==> config.mk <==
export PLATFORM = sky130hd
export DESIGN_NAME = score_digits
export DESIGN_NICKNAME = d
export VERILOG_FILES = /design/src/include/digit_font.svh /design/src/logic/score_digits.sv
export SDC_FILE = /design/constraint.sdc
export NUM_CORES = 1
export LEC_CHECK = 0
export BUFFER_PORTS_ARGS = -buffer_cell sky130_fd_sc_hd__buf_2
export CAP_MARGIN = 25
export CORE_ASPECT_RATIO = 1.5
export CORE_MARGIN = 1
export CORE_UTILIZATION = 50
export DETAILED_ROUTE_END_ITERATION = 8
export HOLD_SLACK_MARGIN = 0.05
export PLACE_DENSITY = 0.81
export SYNTH_ARGS = -nofsm -noshare
export SYNTH_HDL_FRONTEND = slang
export SYNTH_SLANG_ARGS = --single-unit
==> constraint.sdc <==
create_clock -name vclock -period 7.65 [get_ports vclock]
set_input_delay 0.765 -clock vclock [delete_from_list [all_inputs] [get_ports vclock]]
set_output_delay 0.765 -clock vclock [all_outputs]
set_load 0.005 [all_outputs]
==> src/include/digit_font.svh <==
// 3 wide by 5 high digit glyphs
// rows top first, bit 14 is the top-left cell
localparam logic [14:0] digit_font [10] = '{
    15'b111_101_101_101_111,    // 0
    15'b010_110_010_010_111,    // 1
    15'b111_001_111_100_111,    // 2
    15'b111_001_111_001_111,    // 3
    15'b101_101_111_001_001,    // 4
    15'b111_100_111_001_111,    // 5
    15'b111_100_111_101_111,    // 6
    15'b111_001_001_001_001,    // 7
    15'b111_101_111_101_111,    // 8
    15'b111_101_111_001_111     // 9
};

// glyph columns per row
localparam int digit_font_cols = 3;

// cell rows per glyph
localparam int digit_font_rows = 5;

==> src/logic/score_digits.sv <==
`timescale 1ns/1ns

module score_digits (
    input  logic       vclock,
    input  logic       reset,
    input  logic       frame_start,
    input  logic [9:0] score_q,
    output logic [3:0] d100,
    output logic [3:0] d10,
    output logic [3:0] d1
);

    logic       load_q;     // frame_start delayed, score_q is new by then
    logic [9:0] clamped;    // 0 to 999

    assign clamped = (score_q > 10'd999) ? 10'd999 : score_q;

    // decimal split, once per frame
    always_ff @(posedge vclock) begin
        if (reset) begin
            load_q <= 1'b0;
            d100   <= '0;
            d10    <= '0;
            d1     <= '0;
        end else begin
            load_q <= frame_start;
            if (load_q) begin
                d100 <= 4'(clamped / 10'd100);
                d10  <= 4'((clamped / 10'd10) % 10'd10);
                d1   <= 4'(clamped % 10'd10);
            end
        end
    end

    // the font table only has glyphs 0 to 9
    a_decimal: assert property (@(posedge vclock) disable iff (reset)
        (d100 <= 4'd9) && (d10 <= 4'd9) && (d1 <= 4'd9));

endmodule

# ---- Word level (Yosys, flattened, before mapping)
# Index checks and enable logic that the tools add are counted.
dict set report op_classes {
  n_div 4
  magnitude_cmp 1
  mux 1
}
# operator n
set ops {}
lappend ops {{10-bit by 4-bit modulo with 10-bit output (second input constant)} 2}
lappend ops {{10-bit by 4-bit divider with 10-bit output (second input constant)} 1}
lappend ops {{10-bit by 7-bit divider with 10-bit output (second input constant)} 1}
lappend ops {{10-bit greater-than comparator (second input constant)} 1}
lappend ops {{10-bit 2-to-1 mux} 1}
dict set report totals {
  reg_bits 13
  input_bits 13
  output_inout_bits 12
  elab_cells 10
}

# ---- Depth between registers and ports, before layout
# Gate-level depths: netlist of the first run.
dict set report logic_depth {
  ltp_word 4
  mapped_depth 36
  mapped_depth_nobuf 31
}

# ---- Least setup slack after synthesis of the first run
# OpenSTA, ideal clock, no wires.
dict set report synth_timing {
  path_type {in2reg}
  startpoint {in score_q[5]}
  endpoint {reg d10[3]}
  setup_ns 0.062
  arrival_time_ns 6.743
  required_ns 7.588
  path_slack_ns 0.845
  cell_stages 30
  cell_sequence {buf_2 inv_1 clkbuf_1 ha_1 nand2b_1 buf_2 a21oi_1 o22ai_1 buf_4 nand2_1 a32o_1 buf_2 ha_1 nand2_1 nor2_1 o21a_1 a41oi_1 nand2_1 nor4_4 a21oi_4 mux2i_1 a31oi_1 ha_1 and3_1 a211oi_1 o31ai_1 a211oi_2 mux2_4 or4_1 nand3_1}
}
dict set report synth_via {
  elab_chain_len 4
}
# item line_no
set synth_rtl {}
lappend synth_rtl {{start: declaration} score_digits.sv:7} ;# input logic [9:0] score_q,
lappend synth_rtl {{10-bit greater-than comparator} score_digits.sv:16} ;# assign clamped = (score_q > 10'd999) ? 10'd999 : score_q;
lappend synth_rtl {{10-bit 2-to-1 mux (*)} score_digits.sv:16}
lappend synth_rtl {{10-bit by 4-bit divider with 10-bit output (*)} score_digits.sv:29} ;# d10 <= 4'((clamped / 10'd10) % 10'd10);
lappend synth_rtl {{10-bit by 4-bit modulo with 10-bit output (*)} score_digits.sv:29}
lappend synth_rtl {{end signal: assignment} score_digits.sv:29}
lappend synth_rtl {{end: declaration} score_digits.sv:9} ;# output logic [3:0] d10,
# Every way passes the cells marked *; elsewhere a longest branch is shown, timed or not.
# A chain may end at the register's enable or synchronous reset.

# ---- Final worst setup path of the first run
dict set report layout_timing {
  startpoint {in score_q[6]}
  endpoint {reg d10[2]}
}
# The elaborated chain is that of the path after synthesis.

==> metrics.md, run 1 <==
| Metric | Value |
|---|---|
| Top-area cell type share of the netlist area | 8.908% |
| Count of max-cap constraint violations | 0 |
| Largest voltage drop on the vdd net | 0.05626 mV |
| H-Tree Level Count | 1 |
| Post-synthesis register bit count | 13 |
| Worst-Skew Late Latency | 0.24 ns |
| Biggest area consumer among synthesized cells | sky130_fd_sc_hd__dfxtp_1 |
| Commonest cells after routing, fill and taps aside | 41 x sky130_fd_sc_hd__nor2_1, 33 x sky130_fd_sc_hd__nand2_1, 24 x sky130_fd_sc_hd__buf_2 |
| Final global-route overflow total | 0 |
| Effective utilization at floorplan | 52.80% |
| Commonest non-fill, non-tap cell in the layout | sky130_fd_sc_hd__nor2_1 |
| Count of flip-flops with a built-in enable after synthesis | 0 |
| Yosys warning count | 0 |
| Die X | 64.42 um |
| Cell leakage power | 1.178 nW |
| CP max stage cell | sky130_fd_sc_hd__a21oi_4 |
| Required time of the worst setup path | 7.80 ns |
| Pwr/cell area | 158.8 mW/mm2 |
| Post-route ant nets | 0 |
| Setup TNS | 0 ns |
| Global-route wire length before repair | 13390 um |
| Max Transition Viols Final | 0 |
| Least-Margin Pin Slew | 0.7542 ns |
| Via count normalized by instance count | 6.915 |
| Total via count in the routed design | 3402 |
| Sort of element at the start of the critical path | input pin |
| Buffer type at the clock tree root | sky130_fd_sc_hd__clkbuf_8 |
| Worst hold path type | reg -> reg |
| Achievable Freq | 142.1 MHz |
| Post-layout net count | 448 |
| Total wire length after detailed routing | 8280 um |
| Post-Synthesis Cell Area | 0.002922 mm2 |
| Detailed placement HPWL | 6287 um |
| Data arrival, critical path | 7.19 ns |
| Final worst path period share | 91.98% |
| Peak per-stage delay on the critical path | 0.41 ns |
| Cell Count Post-Placement | 488 |
| Buffers from clock root to sink, at most | 2 |
| Drt wl/cell | 16.83 um |
| # resized after CTS | 0 |
| Main synth FF type | sky130_fd_sc_hd__dfxtp_1 |
| Final critical delay including setup and external delays | 7.036 ns |
| Number of distinct library cells after synthesis | 89 |
| RSZ-0062 raised after global routing | no |
| Kind of end point of the critical path | flip-flop |
| Number of placement rows | 33 |
| Synthesized netlist net count | 440 |
| Share of cells above drive strength 1 | 17.30% |
| Number of cells in the finished layout apart from fillers | 492 |
| Inserted Clock Buffers | 3 |
| Clock-pin slew on the worst setup and hold paths | 0.05 ns |
| Critical-path maximum fanout | 17 |
| Final setup violating endpoints | 0 |
| # clock sinks | 13 |
| GRT Util Overall | 26.62% |
| Count of buffers inserted at the top-level ports | 24 |
| Synthesized netlist cell count | 415 |
| First-iteration detailed-routing DRC count | 242 |
| Slew headroom | 49.72% |
| Y dimension of the die | 95.62 um |
| Largest net degree at the start of global routing | 27 |
| GPL Wtd Cong | 0.8993 |
| Number of buffers inserted by hold repair at cts | 0 |
| Top cells by area in the synthesized netlist | sky130_fd_sc_hd__dfxtp_1 8.9%, sky130_fd_sc_hd__nor2_1 5.3%, sky130_fd_sc_hd__ha_1 5.1% |
| 1st-pass router iterations | 5 |
| Die Area | 0.006159 mm2 |
| Number of placed I/O pins | 25 |
| Post-CTS setup buffer count | 0 |
| Clock tree from TritonCTS | yes |
| Result of the run | finished, final reports clean |
| Core outline area | 0.005533 mm2 |
| Number of global-route vias before repair | 3081 |
| Layout-stage area growth over the synthesis result | 5.739% |
| Max Clock Skew | 0.0005601 ns |
| Part of the Yosys area used for sequential elements | 8.908% |
| Number of hold-slack violations in the final timing report | 0 |
| Mapped Avg Cell Area | 7.040 um2 |
| Synth async-reset ratio | 0% |
| N_diodes | 0 |
| Post-route DRC violation count | 0 |
| Number of antenna violations at the first check in global routing | 0 |
| CP Class | in -> reg |
## worst paths after layout
check	startpoint	end	slack (ns)	cells after the start
max reg2reg	load_q	d10[1]	6.01	3
max	score_q[6]	d10[2]	0.61	32
min reg2reg	d100[0]	d100[0]	0.48	2
min	d100[0]	d100[0]	0.48	2
## through the flow
step,cell area (um2),setup slack (ns),power (mW),hold WS (ns),util (%)
final,3089,0.6136,0.4906,0.4804,55.83
after global routing,3089,0.1313,0.5299,0.5299,55.83
after CTS,3089,0.7441,0.4848,0.4822,55.83
after detailed placement,3044,0.4909,0.4248,0.4751,55.02
after global placement,3044,0.6897,0.4157,0.4686,55.02
after floorplan,2922,0.8448,0.3544,0.4715,-
## synth_stat cells (10+ instances only)
master                     number
sky130_fd_sc_hd__a211oi_1      14
sky130_fd_sc_hd__a31oi_1       12
sky130_fd_sc_hd__ha_1          12
sky130_fd_sc_hd__clkbuf_1      13
sky130_fd_sc_hd__o21ai_0       21
sky130_fd_sc_hd__buf_2         11
sky130_fd_sc_hd__inv_1         15
sky130_fd_sc_hd__a21oi_1       20
sky130_fd_sc_hd__nor2_1        41
sky130_fd_sc_hd__nor4_1        10
sky130_fd_sc_hd__nand3_1       15
sky130_fd_sc_hd__nand2_1       33
sky130_fd_sc_hd__nor3_1        16
sky130_fd_sc_hd__dfxtp_1       13
## power by group
part	internal, mW	total [mW]	leakage [nW]	switching, mW
combinational	0.139	0.349	1.05	0.210
clock	0.0367	0.0593	0.0228	0.0226
sequential	0.0769	0.0826	0.107	0.00572
## state kept, by name, summed over array words and instances, names as in the netlist
signal / cells
load_q: 1
d10: 4
d1: 4
d100: 4
## critical path, delay by kind of cell
family,cells,cell delay (ns)
XOR/XNOR,1,0.14
AND/OR/NAND/NOR,7,1.22
AO/OA/AOI/OAI,15,3.21
adder cells (fa/ha/maj),3,0.67
multiplexers,2,0.53
buffers and inverters,4,0.60
## logic make-up (layout without fill, tap and decap cells)
logic type	Yosys count	in the layout	synth area share (%)
AND/OR/NAND/NOR	171	171	31.44
AO/OA/AOI/OAI	149	149	39.19
buffers and inverters	47	54	7.409
adder cells (fa/ha/maj)	14	14	5.867
flip-flops	13	13	8.908
multiplexers	12	12	4.497
XOR/XNOR	9	9	2.698
## routing by layer
| layer | global-route usage (%) | wire length (um) | up-vias |
|---|---|---|---|
| met5 | 0 | 0 | - |
| met4 | 15.00 | 308 | 0 |
| met3 | 3.828 | 516 | 34 |
| met2 | 49.30 | 4264 | 155 |
| met1 | 28.37 | 3191 | 1611 |
| li1 | - | - | 1602 |
## cell type report
type | count | area (um2)
Sequential cell | 13 | 260.3
Fill cell | 536 | 2444
Timing Repair Buffer | 33 | 187.7
Tap cell | 70 | 87.58
Multi-Input combinational cell | 355 | 2445
Inverter | 17 | 63.81
Clock buffer | 4 | 45.04
Note: power is estimated with default switching activity, not from simulation.
==> run 2, diff against run 1 <==
--- a/config.mk
+++ b/config.mk
@@ -5,14 +5,14 @@
 export SDC_FILE = /design/constraint.sdc
 export NUM_CORES = 1
 export LEC_CHECK = 0
-export BUFFER_PORTS_ARGS = -buffer_cell sky130_fd_sc_hd__buf_2
 export CAP_MARGIN = 25
 export CORE_ASPECT_RATIO = 1.5
 export CORE_MARGIN = 1
 export CORE_UTILIZATION = 50
 export DETAILED_ROUTE_END_ITERATION = 8
+export DONT_BUFFER_PORTS = 1
 export HOLD_SLACK_MARGIN = 0.05
-export PLACE_DENSITY = 0.81
+export PLACE_DENSITY = 0.77
 export SYNTH_ARGS = -nofsm -noshare
 export SYNTH_HDL_FRONTEND = slang
 export SYNTH_SLANG_ARGS = --single-unit
==> run 2 against run 1 <==
Clock-buffer cell count is the same; first-iteration DRC count decreased by 15%; power decreased by 4.0%; critical path type unchanged; critical endpoint is now d10[3].
==> metrics.md, run 2 (same netlist as run 1, synthesis figures left out) <==
| Metric | Value |
|---|---|
| Effective utilization at floorplan | 52.80% (unchanged) |
| N_diodes | 0 (unchanged) |
| Layout-stage area growth over the synthesis result | 0.8567% |
| Kind of end point of the critical path | flip-flop |
| Worst setup margin | 0.7118 ns (+0.09812 ns) |
| Worst hold path type | reg -> reg |
| Commonest non-fill, non-tap cell in the layout | sky130_fd_sc_hd__nor2_1 |
| Worst-Skew Late Latency | 0.24 ns (about the same) |
| Share of cells above drive strength 1 | 11.65% (-5.7 points) |
| Critical-path maximum fanout | 27 (+10) |
| Buffer type at the clock tree root | sky130_fd_sc_hd__clkbuf_8 |
| Result of the run | finished, final reports clean |
| Largest voltage drop on the vdd net | 0.08917 mV (+58%) |
| Largest registers | d100 (4), d10 (4), d1 (4) |
| Footprint of the multi-input gates | 0.002445 mm2 (unchanged) |
| # clock sinks | 13 (unchanged) |
| Clock-pin slew on the worst setup and hold paths | 0.05 ns (about the same) |
| Post-layout net count | 421 (-6.0%) |
| FILL cells | 554 (+3.4%) |
| Die X | 64.42 um (unchanged) |
| Y dimension of the die | 95.62 um (unchanged) |
| Hold path depth | 2 (unchanged) |
| Number of hold-slack violations in the final timing report | 0 (unchanged) |
| Number of placed I/O pins | 25 (unchanged) |
| Cell leakage power | 1.056 nW (-10%) |
| Inserted Clock Buffers | 3 (unchanged) |
| Number of antenna violations at the first check in global routing | 0 (unchanged) |
| Least-Margin Pin Slew | 0.8816 ns (+0.1274 ns) |
| 1st-pass router iterations | 5 (unchanged) |
| Final setup violating endpoints | 0 (unchanged) |
| Total wire length after detailed routing | 8161 um (-1.4%) |
| CP Class | in -> reg |
| Peak per-stage delay on the critical path | 0.53 ns (+0.12 ns) |
| First-iteration detailed-routing DRC count | 205 (-15%) |
| Worst setup timing slack at the placement stage | 0.5664 ns (+0.07549 ns) |
| # resized after CTS | 0 (unchanged) |
| Final worst path period share | 90.70% (-1.3 points) |
| Detailed placement HPWL | 6230 um (-0.90%) |
| Commonest cells after routing, fill and taps aside | 41 x sky130_fd_sc_hd__nor2_1, 33 x sky130_fd_sc_hd__nand2_1, 21 x sky130_fd_sc_hd__o21ai_0 |
| Sort of element at the start of the critical path | input pin |
| Die Area | 0.006159 mm2 (unchanged) |
| Placed standard-cell area | 0.002902 mm2 (-4.7%) |
| Number of buffers inserted by hold repair at cts | 0 (unchanged) |
| Max Clock Skew | 0.001513 ns (+0.0009533 ns) |
| Post-route ant nets | 0 (unchanged) |
| GRT Util Overall | 26.67% (+0.043 points) |
| Buffers from clock root to sink, at most | 2 (unchanged) |
| Number of global-route vias before repair | 3070 (-0.36%) |
| Layout Cell Area excl Fill | 0.002947 mm2 (-4.6%) |
| Worst reg-to-reg path cell count | 3 (unchanged) |
| Count of buffers inserted at the top-level ports | 0 (-100%) |
| Slew headroom | 40.73% (-9.0 points) |
| Overall power of the completed layout | 470.9 uW (-4.0%) |
| Final critical delay including setup and external delays | 6.938 ns (-0.09812 ns) |
| Clock tree from TritonCTS | yes |
| Required time of the worst setup path | 7.83 ns (+0.03 ns) |
| Drt wl/cell | 17.55 um (+4.3%) |
| Post-CTS setup buffer count | 0 (unchanged) |
| Register-to-register setup slack | 5.99 ns (-0.02 ns) |
| Pwr/cell area | 159.8 mW/mm2 (+0.63%) |
| Largest net degree at the start of global routing | 28 (+3.7%) |
| Setup TNS | 0 ns (unchanged) |
| Post-route DRC violation count | 0 (unchanged) |
| Core outline area | 0.005533 mm2 (unchanged) |
| CP max stage cell | sky130_fd_sc_hd__or4_1 |
| Global-route wire length before repair | 13560 um (+1.2%) |
| Cell type with the highest occurrence count on the critical path | sky130_fd_sc_hd__ha_1 |
| Achievable Freq | 144.1 MHz (+1.4%) |
| Data arrival, critical path | 7.12 ns (-0.07 ns) |
| Max Transition Viols Final | 0 (unchanged) |
| Via count normalized by instance count | 6.963 (+0.71%) |
| GPL Wtd Cong | 0.9402 (+4.5%) |
| Final global-route overflow total | 0 (unchanged) |
| Count of max-cap constraint violations | 0 (unchanged) |
| FF/Latch Area | 260.3 um2 (unchanged) |
| Number of placement rows | 33 (unchanged) |
| H-Tree Level Count | 1 (unchanged) |
| Total via count in the routed design | 3238 (-4.8%) |
| RSZ-0062 raised after global routing | no |
==> run 2: layout make-up <==
type                       count  share of cell area (%)
inverter                      17                   2.166
timing repair buffer           6                   1.529
tap                           70                   2.972
multi-input combinational    355                   82.97
clock buffer                   4                   1.529
sequential                    13                   8.832
==> run 2: report_power, final <==
group / leakage [nW] / switching, mW / internal, mW
Clock: 0.0228 / 0.0235 / 0.0367
Sequential: 0.107 / 0.00870 / 0.0769
Combinational: 0.926 / 0.194 / 0.131
Total: 1.06 / 0.227 / 0.244
==> run 2: critical path: cells and delay by family <==
family	cells	cell delay [ns]
buf+inv	2	0.45
simple gates	7	1.49
fa+ha+maj	3	0.63
compound gates	16	3.46
mux	1	0.31
==> run 2: worst paths after layout <==
kind                                  from      to
worst max register to register      load_q  d10[1]
worst min register to register      d10[2]  d10[2]
worst max-delay path            score_q[5]  d10[3]
worst min-delay path                d10[2]  d10[2]
==> run 2: per-layer routing <==
metal	global-route usage (%)	wire, um
met1	30.33	3233
met2	49.04	4056
met3	3.230	529
met4	11.67	342
met5	0	0
==> run 2: stage by stage <==
stage | hold WS [ns] | std cells | util [%]
after global routing | 0.5173 | 465 | 53.26
final | 0.4945 | 465 | 53.26
after detailed placement | 0.4924 | 461 | 52.44
after floorplan | 0.4715 | 415 | -
after CTS | 0.4996 | 465 | 53.26
after global placement | 0.4885 | 461 | 52.44
==> run 3, diff against run 2 <==
--- a/config.mk
+++ b/config.mk
@@ -6,13 +6,15 @@
 export NUM_CORES = 1
 export LEC_CHECK = 0
 export CAP_MARGIN = 25
+export CELL_PAD_IN_SITES_DETAIL_PLACEMENT = 1
+export CELL_PAD_IN_SITES_GLOBAL_PLACEMENT = 1
 export CORE_ASPECT_RATIO = 1.5
 export CORE_MARGIN = 1
-export CORE_UTILIZATION = 50
+export CORE_UTILIZATION = 48
 export DETAILED_ROUTE_END_ITERATION = 8
 export DONT_BUFFER_PORTS = 1
 export HOLD_SLACK_MARGIN = 0.05
-export PLACE_DENSITY = 0.77
+export PLACE_DENSITY = 0.94
 export SYNTH_ARGS = -nofsm -noshare
 export SYNTH_HDL_FRONTEND = slang
 export SYNTH_SLANG_ARGS = --single-unit
==> run 3 against run 2 <==
Clock power up 7.8%; clock skew up 0.0026 ns; power up 7.7%; flip-flop and latch count unchanged; hold slack better by 0.015 ns; non-clock buffer count up 3; critical endpoint is now d10[2]; critical path depth unchanged; critical path type unchanged.
==> metrics.md, run 3 (same netlist as run 1, synthesis figures left out) <==
| Metric | Value |
|---|---|
| FILL cells | 758 (+37%) |
| Pwr/cell area | 168.9 mW/mm2 (+5.7%) |
| Number of placement rows | 34 (+3.0%) |
| Inserted Clock Buffers | 3 (unchanged) |
| Final global-route overflow total | 0 (unchanged) |
| Cell type with the highest occurrence count on the critical path | sky130_fd_sc_hd__ha_1 |
| Number of placed I/O pins | 25 (unchanged) |
| Number of antenna violations at the first check in global routing | 0 (unchanged) |
| Count of max-cap constraint violations | 0 (unchanged) |
| Largest registers | d100 (4), d10 (4), d1 (4) |
| Worst hold path type | reg -> reg |
| Flop pwr share | 16.9% (-1.3 points) |
| Via count normalized by instance count | 7.257 (+4.2%) |
| Core outline area | 0.005828 mm2 (+5.3%) |
| Number of global-route vias before repair | 3602 (+17%) |
| Relative contribution of combinational cells to total power | 70.3% (+1.3 points) |
| H-Tree Level Count | 1 (unchanged) |
| First-iteration detailed-routing DRC count | 162 (-21%) |
| Required time of the worst setup path | 7.80 ns (-0.03 ns) |
| Number of cells in the finished layout apart from fillers | 470 (+1.1%) |
| Internal portion of total power | 249.4 uW (+2.1%) |
| Slew headroom | 36.62% (-4.1 points) |
| Count of buffers inserted at the top-level ports | 0 (unchanged) |
| Footprint of the multi-input gates | 0.002465 mm2 (+0.82%) |
| Worst path top cell family by delay | compound AO/OA/AOI/OAI gates |
| # clock sinks | 13 (unchanged) |
| Setup TNS | 0 ns (unchanged) |
| Die Area | 0.006409 mm2 (+4.1%) |
| Effective utilization at floorplan | 50.13% (-2.7 points) |
| Cell Count Post-Placement | 464 (+0.65%) |
| GPL Wtd Cong | 0.9329 (-0.78%) |
| Clock power share | 12.8% (about the same) |
| Clock-pin slew on the worst setup and hold paths | 0.06 ns (about the same) |
| Post-route DRC violation count | 0 (unchanged) |
| Drt wl/cell | 22.92 um (+31%) |
| Post-route ant nets | 0 (unchanged) |
| Layout Cell Area excl Fill | 0.003004 mm2 (+2.0%) |
| Result of the run | finished, final reports clean |
| FF/Latch Area | 260.3 um2 (unchanged) |
| Buffer type at the clock tree root | sky130_fd_sc_hd__clkbuf_8 |
| Kind of end point of the critical path | flip-flop |
| 1st-pass router iterations | 6 (+1) |
| Largest net degree at the start of global routing | 28 (unchanged) |
| Cell leakage power | 1.084 nW (+2.7%) |
| Commonest non-fill, non-tap cell in the layout | sky130_fd_sc_hd__nor2_1 |
| Overall power of the completed layout | 507.3 uW (+7.7%) |
| Max Clock Skew | 0.004156 ns (+0.002643 ns) |
| Post-layout net count | 424 (+0.71%) |
| Critical-path maximum fanout | 27 (unchanged) |
| Final worst path period share | 95.01% (+4.3 points) |
| Final critical delay including setup and external delays | 7.268 ns (+0.3301 ns) |
| N_diodes | 0 (unchanged) |
| Least-Margin Pin Slew | 0.9426 ns (+0.06103 ns) |
| Worst-Skew Late Latency | 0.25 ns (about the same) |
| Detailed placement HPWL | 8259 um (+33%) |
| Sort of element at the start of the critical path | input pin |
| CP Class | in -> reg |
| CP bufs+invs | 2 (unchanged) |
| Number of buffers inserted by hold repair at cts | 0 (unchanged) |
| Die X | 65.70 um (+2.0%) |
| Achievable Freq | 137.6 MHz (-4.5%) |
| GRT Util Overall | 34.06% (+7.4 points) |
| Post-Route Hold Slack | 0.5098 ns (+0.01529 ns) |
| Buffers from clock root to sink, at most | 2 (unchanged) |
| Clock tree from TritonCTS | yes |
| Peak per-stage delay on the critical path | 0.43 ns (-0.10 ns) |
| Share of cells above drive strength 1 | 12.81% (+1.2 points) |
| Placed standard-cell area | 0.002912 mm2 (+0.34%) |
| Max Transition Viols Final | 0 (unchanged) |
| Layout-stage area growth over the synthesis result | 2.827% |
| Final setup violating endpoints | 0 (unchanged) |
| Y dimension of the die | 97.55 um (+2.0%) |
| Total via count in the routed design | 3411 (+5.3%) |
| Data arrival, critical path | 7.42 ns (+0.30 ns) |
| Largest voltage drop on the vdd net | 0.06743 mV (-24%) |
| Number of hold-slack violations in the final timing report | 0 (unchanged) |
| Proportion of total power due to net switching | 50.83% (+2.7 points) |
| CP max stage cell | sky130_fd_sc_hd__nand2b_1 |
| Commonest cells after routing, fill and taps aside | 41 x sky130_fd_sc_hd__nor2_1, 33 x sky130_fd_sc_hd__nand2_1, 21 x sky130_fd_sc_hd__o21ai_0 |
| Switching power total | 257.9 uW (+14%) |
| Total wire length after detailed routing | 10770 um (+32%) |
| Global-route wire length before repair | 17150 um (+27%) |
## run 3: changes by cell type in the layout (fill, tap and decap cells not counted)
cell / change
sky130_fd_sc_hd__buf_4: +2
sky130_fd_sc_hd__a211oi_1: -1
sky130_fd_sc_hd__a211oi_2: +1
sky130_fd_sc_hd__buf_12: +1
sky130_fd_sc_hd__o311ai_2: -1
sky130_fd_sc_hd__o311ai_4: +1
sky130_fd_sc_hd__o31ai_1: -1
sky130_fd_sc_hd__o31ai_2: +1
## run 3: final cells by class
| type | count | area share (%) |
|---|---|---|
| tap | 72 | 2.999 |
| inverter | 17 | 2.124 |
| clock buffer | 4 | 1.499 |
| multi-input combinational | 355 | 82.05 |
| sequential | 13 | 8.663 |
| timing repair buffer | 9 | 2.666 |
## run 3: metrics by stage
stage	worst slack, ns	util (%)
after floorplan	0.8448	-
after global placement	0.7725	49.96
after detailed placement	0.2155	49.96
after CTS	0.4447	50.73
after global routing	-0.06708	51.55
final	0.3816	51.55
## run 3: tightest hold or removal path, stage by stage, from the launching register on
cell and delay (ns):
sky130_fd_sc_hd__dfxtp_1 0.32, sky130_fd_sc_hd__nor2_1 0.10, sky130_fd_sc_hd__a211oi_1 0.05
## run 3: power by group through the flow
stage               clock, mW  combinational [mW]  sequential (mW)
floorplan                   0               0.271           0.0832
global placement            0               0.312           0.0860
detailed placement          0               0.336           0.0873
CTS                    0.0641               0.341           0.0858
global route           0.0665               0.386           0.0873
finish                 0.0649               0.357           0.0856
## run 3: per-layer routing
layer	global-route usage (%)	share of wire [%]	vias up
met5	0	0	-
met4	24.75	8.0	0
met3	4.695	4.5	79
met2	59.73	52	148
met1	35.27	36	1621
li1	-	-	1563
## run 3: timing repair
| action | 4_1_cts | 5_1_grt |
|---|---|---|
| buffers inserted | 0 | 2 |
| gates resized for setup | 0 | 3 |
| setup endpoints to repair | 0 | 3 |
## run 3: final timing paths
| kind | start | end | slack, ns | cells after the start |
|---|---|---|---|---|
| worst max-delay path | score_q[5] | d10[2] | 0.38 | 29 |
| worst max register to register | load_q | d10[1] | 5.90 | 3 |
| worst min register to register | d10[0] | d10[0] | 0.51 | 2 |
| worst min-delay path | d10[0] | d10[0] | 0.51 | 2 |
